$ cat config.mk
export PLATFORM = sky130hd
export DESIGN_NAME = icache_ctrl
export DESIGN_NICKNAME = d
export VERILOG_FILES = /design/src/hw/icache_pkg.sv /design/src/hw/icache_ctrl.sv
export SDC_FILE = /design/constraint.sdc
export NUM_CORES = 1
export LEC_CHECK = 0
export BUFFER_PORTS_ARGS = -buffer_cell sky130_fd_sc_hd__clkbuf_2
export CORE_AREA = 2 2 181 183
export CTS_CLUSTER_DIAMETER = 100
export DETAILED_ROUTE_END_ITERATION = 10
export DIE_AREA = 0 0 183 185
export PLACE_DENSITY = 0.49
export SYNTH_ARGS = -nofsm -noshare
export SYNTH_HDL_FRONTEND = slang
export SYNTH_SLANG_ARGS = --single-unit
$ cat constraint.sdc
create_clock -name clk -period 8.7 [get_ports clk]
set_clock_uncertainty 0.1 [all_clocks]
set_input_delay 1.74 -clock clk [delete_from_list [all_inputs] [get_ports clk]]
set_output_delay 1.74 -clock clk [all_outputs]
set_load 0.005 [all_outputs]
$ cat src/hw/icache_pkg.sv
// icache address fields, sizes, FSM states, and bus and way structs
`default_nettype none

package icache_pkg;

  localparam int ADDR_W   = 32;
  localparam int DATA_W   = 64;
  localparam int TAG_W    = 23;
  localparam int INDEX_W  = 6;
  localparam int OFFSET_W = 3;
  localparam int SETS     = 64; // 2**INDEX_W
  localparam int WAYS     = 2;

  // field positions inside an address
  localparam int INDEX_LSB = OFFSET_W;           // bit 3
  localparam int TAG_LSB   = OFFSET_W + INDEX_W; // bit 9

  typedef logic [ADDR_W-1:0]         addr_t;
  typedef logic [TAG_W-1:0]          tag_t;
  typedef logic [INDEX_W-1:0]        index_t;
  typedef logic [DATA_W-1:0]         data_t;
  typedef logic [$clog2(WAYS)-1:0]   way_t;
  typedef logic [1:0]                resp_t;

  localparam resp_t RESP_OK = 2'b00; // anything else is an error

  // memory answer and cpu answer
  typedef struct packed {
    resp_t resp;
    data_t data;
  } rsp_t;

  // one way's result for the looked-up set
  typedef struct packed {
    logic  hit;
    data_t data;
  } lookup_t;

  // line written into a way on refill
  typedef struct packed {
    index_t index;
    tag_t   tag;
    data_t  data;
  } fill_t;

  typedef enum logic [2:0] {
    IDLE,
    LOOKUP,
    MEM_AR,
    MEM_R,
    RESP
  } state_e;

endpackage

`default_nettype wire

$ cat src/hw/icache_ctrl.sv
// icache controller FSM: lookup, refill, victim choice and bus handshakes
`default_nettype none

module icache_ctrl (
  input  wire logic                                        clk,
  input  wire logic                                        rst,
  // cpu side
  input  wire logic                                        ar_valid_i,
  output logic                                             ar_ready_o,
  input  wire icache_pkg::addr_t                           ar_addr_i,
  output logic                                             r_valid_o,
  input  wire logic                                        r_ready_i,
  output icache_pkg::rsp_t                                 r_rsp_o,
  // memory side
  output logic                                             mem_ar_valid_o,
  input  wire logic                                        mem_ar_ready_i,
  output icache_pkg::addr_t                                mem_ar_addr_o,
  output logic                                             mem_r_ready_o,
  input  wire logic                                        mem_r_valid_i,
  input  wire icache_pkg::rsp_t                            mem_r_rsp_i,
  // toward the ways
  output logic                                             rd_en_o,
  output icache_pkg::index_t                               rd_index_o,
  output icache_pkg::tag_t                                 cmp_tag_o,
  output logic [icache_pkg::WAYS-1:0]                      fill_en_o,
  output icache_pkg::fill_t                                fill_o,
  // from the ways
  input  wire icache_pkg::lookup_t [icache_pkg::WAYS-1:0]  lookup_i,
  input  wire logic [icache_pkg::WAYS-1:0]                 set_valid_i
);

  localparam int ADDR_W    = icache_pkg::ADDR_W;
  localparam int TAG_LSB   = icache_pkg::TAG_LSB;
  localparam int INDEX_LSB = icache_pkg::INDEX_LSB;

  icache_pkg::state_e state_q;
  icache_pkg::addr_t  addr_q;   // request address, offset cleared
  icache_pkg::rsp_t   rsp_q;    // answer held for the cpu
  icache_pkg::way_t   victim_q; // way to refill
  icache_pkg::way_t   rand_q;   // free-running replacement counter
  icache_pkg::way_t   victim;
  icache_pkg::data_t  hit_data;
  logic               hit_any;
  logic               ar_fire;
  logic               beat;
  logic               fill_ok;

  assign ar_ready_o = (state_q == icache_pkg::IDLE);
  assign ar_fire    = ar_valid_i & ar_ready_o;
  assign beat       = mem_r_valid_i & mem_r_ready_o; // only high in MEM_R
  assign fill_ok    = beat && (mem_r_rsp_i.resp == icache_pkg::RESP_OK);

  // lookup is issued straight from the cpu request
  assign rd_en_o       = ar_fire;
  assign rd_index_o    = ar_addr_i[TAG_LSB-1:INDEX_LSB];
  assign cmp_tag_o     = addr_q[ADDR_W-1:TAG_LSB];
  assign mem_ar_addr_o = addr_q;
  assign r_rsp_o       = rsp_q;

  // combine the per-way hits
  always_comb begin
    hit_any  = 1'b0;
    hit_data = '0;
    for (int w = 0; w < icache_pkg::WAYS; w++) begin
      if (lookup_i[w].hit) begin
        hit_any  = 1'b1;
        hit_data = lookup_i[w].data;
      end
    end
  end

  // lowest invalid way wins, counter otherwise
  always_comb begin
    victim = rand_q;
    for (int w = icache_pkg::WAYS - 1; w >= 0; w--) begin
      if (!set_valid_i[w]) begin
        victim = icache_pkg::way_t'(w);
      end
    end
  end

  // error responses are never installed
  always_comb begin
    fill_en_o = '0;
    if (fill_ok) begin
      fill_en_o[victim_q] = 1'b1;
    end
    fill_o.index = addr_q[TAG_LSB-1:INDEX_LSB];
    fill_o.tag   = addr_q[ADDR_W-1:TAG_LSB];
    fill_o.data  = mem_r_rsp_i.data;
  end

  always_ff @(posedge clk) begin
    if (rst) begin
      state_q        <= icache_pkg::IDLE;
      r_valid_o      <= 1'b0;
      mem_ar_valid_o <= 1'b0;
      mem_r_ready_o  <= 1'b0;
      rand_q         <= '0;
    end else begin
      rand_q <= rand_q + icache_pkg::way_t'(1);
      case (state_q)
        icache_pkg::IDLE: begin
          if (ar_fire) begin
            state_q <= icache_pkg::LOOKUP;
          end
        end
        icache_pkg::LOOKUP: begin
          state_q <= hit_any ? icache_pkg::RESP : icache_pkg::MEM_AR;
        end
        icache_pkg::MEM_AR: begin
          if (!mem_ar_valid_o) begin
            mem_ar_valid_o <= 1'b1; // first cycle in MEM_AR
          end else if (mem_ar_ready_i) begin
            mem_ar_valid_o <= 1'b0;
            mem_r_ready_o  <= 1'b1;
            state_q        <= icache_pkg::MEM_R;
          end
        end
        icache_pkg::MEM_R: begin
          if (beat) begin
            mem_r_ready_o <= 1'b0;
            r_valid_o     <= 1'b1; // answer goes out with the beat
            state_q       <= icache_pkg::RESP;
          end
        end
        icache_pkg::RESP: begin
          if (!r_valid_o) begin
            r_valid_o <= 1'b1; // hit path arrives here with valid low
          end else if (r_ready_i) begin
            r_valid_o <= 1'b0;
            state_q   <= icache_pkg::IDLE;
          end
        end
        default: state_q <= icache_pkg::IDLE;
      endcase
    end
  end

  always_ff @(posedge clk) begin
    if (ar_fire) begin
      addr_q <= {ar_addr_i[ADDR_W-1:INDEX_LSB], {icache_pkg::OFFSET_W{1'b0}}};
    end
    if (state_q == icache_pkg::LOOKUP) begin
      victim_q   <= victim;
      rsp_q.resp <= icache_pkg::RESP_OK;
      rsp_q.data <= hit_data; // only kept on a hit
    end
    if (beat) begin
      rsp_q <= mem_r_rsp_i;
    end
  end

endmodule

`default_nettype wire

After elaboration in Yosys (flattened, before gate mapping)
Index checks and enable logic that the tools add are counted.

operators by class
  eq/ne operators = 10
  magnitude comparators = 2
  add/subtract/negate cells = 1
  bitwise logic cells = 2
  reduce and logical (&&, ||, !) cells = 10
  multiplexer cells = 28

operators with widths
  kind                   count
  $mux W66               2
  $mux W64               2
  $mux W3                7
  $pmux W3 S5            1
  $mux W1                12
  $ne A2 B2 Y1 const B   5
  $eq A3 B2 Y1 const B   2
  $reduce_and A6 Y1      1
  $reduce_bool A2 Y1     3
  $pmux W1 S2            2
  $reduce_and A4 Y1      1
  $eq A3 B1 Y1 const B   1
  $eq A3 B3 Y1 const B   1
  $logic_not A3 Y1       1
  $and A1 B1 Y1          2
  $logic_and A1 B1 Y1    2
  $logic_not A2 Y1       1
  $lt A1 B2 Y1 const B   1
  $mux W2                1
  $ne A2 B1 Y1 const B   1
  $reduce_and A2 Y1      1
  $add A1 B1 Y1 const B  1
  $demux W1 S1           1
  $ge A1 B1 Y1 const B   1

storage, ports and cells
  word-level logic and storage cells = 62
  output and inout bits = 227
  input bits = 236
  bits in registers = 103

Depth between registers and ports, before layout
Gate-level depths: netlist (run 1).

  depth in word-level cells = 5
  gate-level depth with buffers = 5
  gate-level depth less buffers = 3

Worst setup path before layout (run 1)
OpenSTA, ideal clock, no wires.

  kind = input -> output
  from = input port ar_valid_i
  to = output port rd_en_o
  data arrival time = 3.921 ns
  slack = 2.939 ns
  cell stages on the path = 2
  path through = nand2b_1 -> nor3_1

on the way
  cells in the longest elaborated chain, start to end = 1

ends and longest elaborated chain
  element             line               RTL
  start: declaration  icache_ctrl.sv:8   input wire logic ar_valid_i,
  $and A1 B1 Y1       icache_ctrl.sv:49  assign ar_fire = ar_valid_i & ar_ready_o;
  end: declaration    icache_ctrl.sv:22  output logic rd_en_o,

Every way passes these cells.

Worst setup path in the final report (run 1)
Ends and elaborated chain as after synthesis.

==> flow_metrics.tcl, run 1 <==
set metrics [dict create \
    holdPathStages 1 \
    rsz0062_at_grt "false" \
    hold_path_end "rand_q" \
    gp_congestion 0.7680 \
    final_max_slew_viol_count 0 \
    max_clock_freq_mhz 223.2 \
    grt_overflow 0 \
    power_frac_comb 0.180 \
    n_fill_cell 3478 \
    power.internal_mw 0.8881 \
    regToRegStartpoint "state_q[0]" \
    routed_wl_microns 20960 \
    floorplan.initialDensity 0.1840 \
    slew_headroom 0.2861 \
    slowest_stage "buf_4" \
    grt_max_degree 69 \
    vias 4840 \
    die_h_microns 185 \
    critPathRequiredTime_ns 6.86 \
    reg2reg_to "r_rsp_o[25]" \
    critPathMostFrequentCell "clkbuf_2" \
    layoutNonFillerInstCount 1228 \
    drive_above_1_share 0.6679 \
    drtAntennaViolNets 0 \
    layout_common_cells "clkbuf_2 (455), nor2_1 (132), edfxtp_1 (96)" \
    rrSetupSlack_ns 6.01 \
    timing.hold.ws_ns 0.3169 \
    first_iter_violations 184 \
    fin_crit_sh 0.5150 \
    slowest_delay_ns 0.39 \
    critPathLaunchType "input port" \
    end_kind "output pin" \
    place_inst 1211 \
    hpwl_microns 16340 \
    maxCapViolCount 0 \
    viasPerCell 3.941 \
    hold_violations 0 \
    crit_chain "clkbuf_2 -> nand2b_1 -> nor3_2 -> buf_4 -> clkbuf_2" \
    postSynthCellCount 496 \
    antenna_found_initial 2 \
    ys_warn_count 0 \
    min_path_type "register to register" \
    power.share.sequential 0.486 \
    r2r_cells 3 \
    async_flop_share 0 \
    grt_pass1_vias 4545 \
    syn_area_sq_um 5896 \
    ir_worst_vdd_mv 0.07927 \
    clkTransAtPathRegs_ns 0.08 \
    synthFlopType "edfxtp_1" \
    cts_setup_buffers 0 \
    tightestPinTransition_ns 1.067 \
    final_common_cell "clkbuf_2" \
    io_buffers 456 \
    cts_root_buf "clkbuf_16" \
    ios 463 \
    cts_tree "done" \
    hold_path.startpoint "rand_q" \
    postSynthAreaPerCell_sq_um 11.89 \
    rows 66 \
    synthDistinctLibCells 36 \
    htreeDepth 3 \
    setup_viol 0 \
    dpl-instance-area_sq_um 7614 \
    powerDensity_nw_per_um2 154.9 \
    post_cts_resized 0 \
    crit_arrival_ns 2.64 \
    core_sq_um 32040 \
    routedWlPerCell_microns 17.07 \
    synth_edf_count 96 \
    outcome "finished clean" \
    die-area_sq_um 33860 \
    p_clk_frac 0.334 \
    synthTopCellsByArea "edfxtp_1 (49%), buf_4 (18%), a221oi_2 (16%), nor2_1 (8.4%), dfxtp_1 (2.4%)" \
    grt_pass1_wl_microns 28880 \
    critPathKind "input port to output pin" \
    cts_hold_buffers 0 \
    die_w_microns 183 \
    leakagePower_nw 3.667 \
    p_sw_mw 0.3375 \
    synth_top_area_frac 0.4890 \
    period_minus_slack_ns 4.481 \
    grt_use_total 0.1171 \
    drc_errors 0 \
    setup_tns_ns 0 \
    area_growth_syn_to_layout_pct 34.17 \
    synth-seq-cells 103 \
    nets 1050 \
    final_design_area_no_fill_sq_um 7910 \
    netSwitchingFraction 0.2754 \
    first_pass_iters 4 \
    clock_path_buffers 2 \
    clkLatencyLatePin_ns 0.36 \
    power_mw 1.226 \
    synth_top_cell_by_area "edfxtp_1" \
    cts_sinks 103 \
    crit_fanout 30 \
    seq_area_frac_synth 0.5127 \
    numCtsBuffers 9 \
]
==> layer usage <==
layer  GRT usage  wire (microns)  part of all wire  vias to the layer above
li1            -               -                 -                     2314
met1      0.1459            8573              0.41                     2244
met2      0.1980           10440              0.50                      263
met3     0.02733            1498             0.071                       17
met4     0.04224             440             0.021                        2
met5           0              13           0.00062                        -
==> synth_stat cells, drive strengths merged (2+ instances only) <==
cell    number
clkbuf       6
nand2b       3
nor3         4
dfxtp        7
buf        151
nand2        4
nor2b        2
a221oi      63
nor2       132
o21ai        2
a21oi        2
nor4b        2
a211oi       2
edfxtp      96
and3         3
==> power groups by stage <==
| stage | logic, mW | clock network (mW) | registers [mW] |
|---|---|---|---|
| floorplan | 0.121 | 0 | 0.608 |
| global placement | 0.226 | 0 | 0.607 |
| detailed placement | 0.225 | 0 | 0.607 |
| CTS | 0.226 | 0.433 | 0.596 |
| global route | 0.242 | 0.449 | 0.599 |
| finish | 0.221 | 0.410 | 0.595 |
==> flip-flops by register name (all words and copies together), names as in the netlist <==
name            count
mem_ar_addr_o      29
mem_ar_valid_o      1
mem_r_ready_o       1
r_rsp_o            66
r_valid_o           1
rand_q              1
state_q             3
victim_q            1
==> cell type report <==
cell class | instances | area, sq um | area share
multi-input combinational | 237 | 1747 | 0.2208
sequential | 103 | 3023 | 0.3822
clock buffer | 9 | 225.2 | 0.02847
clock inverter | 7 | 68.82 | 0.008700
antenna | 1 | 2.502 | 0.0003164
tap | 408 | 510.5 | 0.06454
inverter | 1 | 3.754 | 0.0004745
timing repair buffer | 462 | 2330 | 0.2945
==> worst max-delay path, delay by kind of cell <==
family                 cells  cell delay (ns)
buffers and inverters      3             0.66
and+or+nand+nor            2             0.20
==> cells by family (layout without fill, tap and decap cells) <==
family,count (synthesis),in the layout,synth area share
and+or+nand+nor,157,157,0.1129
buffers and inverters,158,479,0.1980
DFF,103,103,0.5127
other,1,4,0.0006361
muxes,1,1,0.001698
AOI/OAI and AO/OA,76,76,0.1740
==> worst max path at each step <==
stage / from / to / slack (ns) / cells past startpoint
floorplan: ar_valid_i / rd_en_o / 2.94 / 2
global placement: ar_valid_i / rd_en_o / 4.19 / 5
detailed placement: ar_valid_i / rd_en_o / 4.20 / 5
CTS: ar_valid_i / rd_en_o / 4.20 / 5
global route: ar_valid_i / rd_en_o / 4.11 / 5
finish: ar_valid_i / rd_en_o / 4.22 / 5
==> metrics by stage <==
stage	worst slack, ns	utilization
3_3_place_gp	4.193	0.2376
5_1_grt	4.112	0.2469
3_5_place_dp	4.199	0.2376
2_1_floorplan	2.939	-
4_1_cts	4.199	0.2468
6_report	4.219	0.2469
No activity file was read; power rests on OpenSTA's default activity.
==> run 2: changes to the inputs <==
- PLACE_DENSITY: 0.49 -> 0.5
- clock period: 8.7 -> 3.72 ns (I/O delays scaled with it)
==> run 2 against run 1 <==
  * Clock power increased by 150%
  * Global-route usage increased by 0.071 points
  * Critical endpoint is now fill_en_o[1]
  * Total power increased by 140%
==> flow_metrics.tcl, run 2 (synthesized netlist as in run 1, its figures left out) <==
set metrics [dict create \
    outcome "finished clean" \
    period_minus_slack_ns 2.649 \
    netSwitchingFraction 0.2689 \
    cpLargestDelayFamily "simple AND/OR/NAND/NOR gates" \
    power.share.sequential 0.474 \
    crit_chain "clkbuf_2 -> nand2_4 -> nor4b_2 -> clkbuf_2" \
    rsz0062_at_grt "false" \
    critPathRequiredTime_ns 2.88 \
    grt_overflow 0 \
    drtAntennaViolNets 0 \
    drive_above_1_share 0.6683 \
    area_growth_syn_to_layout_pct 35.76 \
    die-area_sq_um 33860 \
    gp_congestion 0.8234 \
    nets 1054 \
    end_kind "output pin" \
    tightestPinTransition_ns 0.6715 \
    crit_buf_inv 2 \
    max_clock_freq_mhz 377.5 \
    final_common_cell "clkbuf_2" \
    clkTransAtPathRegs_ns 0.08 \
    antenna_found_initial 0 \
    crit_arrival_ns 1.80 \
    ios 463 \
    rows 66 \
    grt_max_degree 42 \
    min_path_type "register to register" \
    critPathLaunchType "input port" \
    slowest_delay_ns 0.40 \
    setup_tns_ns 0 \
    largest_register_ffs 66 \
    numCtsBuffers 9 \
    hold_path.startpoint "rand_q" \
    holdPathStages 1 \
    dpl-instance-area_sq_um 7700 \
    cts_tree "done" \
    p_clk_frac 0.346 \
    timing.hold.ws_ns 0.3209 \
    reg2reg_to "r_rsp_o[23]" \
    final_design_area_no_fill_sq_um 8004 \
    setup_viol 0 \
    drc_errors 0 \
    viasPerCell 4.018 \
    first_pass_iters 4 \
    vias 4946 \
    leakagePower_nw 3.709 \
    routed_wl_microns 21440 \
    fin_crit_sh 0.7120 \
    slew_headroom 0.5524 \
    die_w_microns 183 \
    regToRegStartpoint "state_q[0]" \
    critPathKind "input port to output pin" \
    powerDensity_nw_per_um2 367.0 \
    floorplan.initialDensity 0.1840 \
    slowest_stage "nor4b_2" \
    cts_root_buf "clkbuf_16" \
    cts_sinks 103 \
    post_cts_resized 0 \
    n_fill_cell 3480 \
    crit_fanout 41 \
    grt_pass1_vias 4657 \
    grt_pass1_wl_microns 29100 \
    clock_path_buffers 2 \
    hold_violations 0 \
    hpwl_microns 16780 \
    power.internal_mw 2.148 \
    die_h_microns 185 \
    rrSetupSlack_ns 1.72 \
    cts_setup_buffers 0 \
    power_frac_comb 0.180 \
    core_sq_um 32040 \
    layout_common_cells "clkbuf_2 (455), nor2_1 (132), edfxtp_1 (96)" \
    ir_worst_vdd_mv 0.1853 \
    r2r_cells 3 \
    htreeDepth 3 \
    cts_hold_buffers 0 \
    final_max_slew_viol_count 0 \
    n_antenna_cell 0 \
    maxCapViolCount 0 \
    clkLatencyLatePin_ns 0.35 \
    critPathMostFrequentCell "clkbuf_2" \
    hold_path_end "rand_q" \
    grt_use_total 0.1179 \
    p_sw_mw 0.7899 \
    io_buffers 456 \
    routedWlPerCell_microns 17.41 \
    first_iter_violations 197 \
]
run 2: changes by cell type in the layout (fill, tap and decap cells not counted), sizes merged:
| cell | change |
|---|---|
| buf | +4 |
| bufinv | +1 |
| clkinv | -2 |
| clkinvlp | -1 |
| diode | -1 |
| inv | +2 |
run 2: worst max path at each step:
stage                       start           end  slack [ns]  cells past startpoint
floorplan              ar_valid_i       rd_en_o        0.84                      2
global placement    mem_r_valid_i  fill_en_o[1]        1.02                      4
detailed placement  mem_r_valid_i  fill_en_o[1]        1.01                      4
CTS                 mem_r_valid_i  fill_en_o[1]        1.01                      4
global route        mem_r_ready_o  fill_en_o[1]        0.97                      3
finish              mem_r_valid_i  fill_en_o[1]        1.07                      4
run 2: power groups by stage:
| stage | Sequential [mW] | Clock (mW) | Combinational, mW |
|---|---|---|---|
| CTS | 1.39 | 1.09 | 0.541 |
| global route | 1.40 | 1.12 | 0.577 |
| floorplan | 1.42 | 0 | 0.283 |
| finish | 1.39 | 1.02 | 0.528 |
| global placement | 1.42 | 0 | 0.536 |
| detailed placement | 1.42 | 0 | 0.539 |
run 2: routing by layer:
layer / track usage / wire length [microns] / vias to the layer above
li1: - / - / 2323
met1: 0.1375 / 8505 / 2327
met2: 0.2129 / 11210 / 280
met3: 0.02497 / 1395 / 16
met4: 0.04224 / 323 / 0
met5: 0 / 0 / -
run 2: layout make-up:
cell class	count	area, sq um	area share
Timing Repair Buffer	466	2410	0.3011
Multi-Input combinational cell	237	1753	0.2190
Clock buffer	9	225.2	0.02814
Inverter	1	3.754	0.0004690
Sequential cell	103	3023	0.3777
Clock inverter	7	78.83	0.009848
Tap cell	408	510.5	0.06378
run 2: worst reg2reg max path, cell delays in order, from the launching register on:
cell,delay (ns)
dfxtp_1,0.57
nand2b_1,0.21
o21ai_4,0.32
buf_4,0.43
run 2: stage by stage:
stage	power (mW)	worst slack, ns	util	cells
after floorplan	1.702	0.8398	-	498
after global placement	1.954	1.016	0.2403	1215
after detailed placement	1.959	1.007	0.2403	1215
after CTS	3.021	1.008	0.2498	1231
after global routing	3.103	0.9744	0.2498	1231
final	2.937	1.071	0.2498	1231
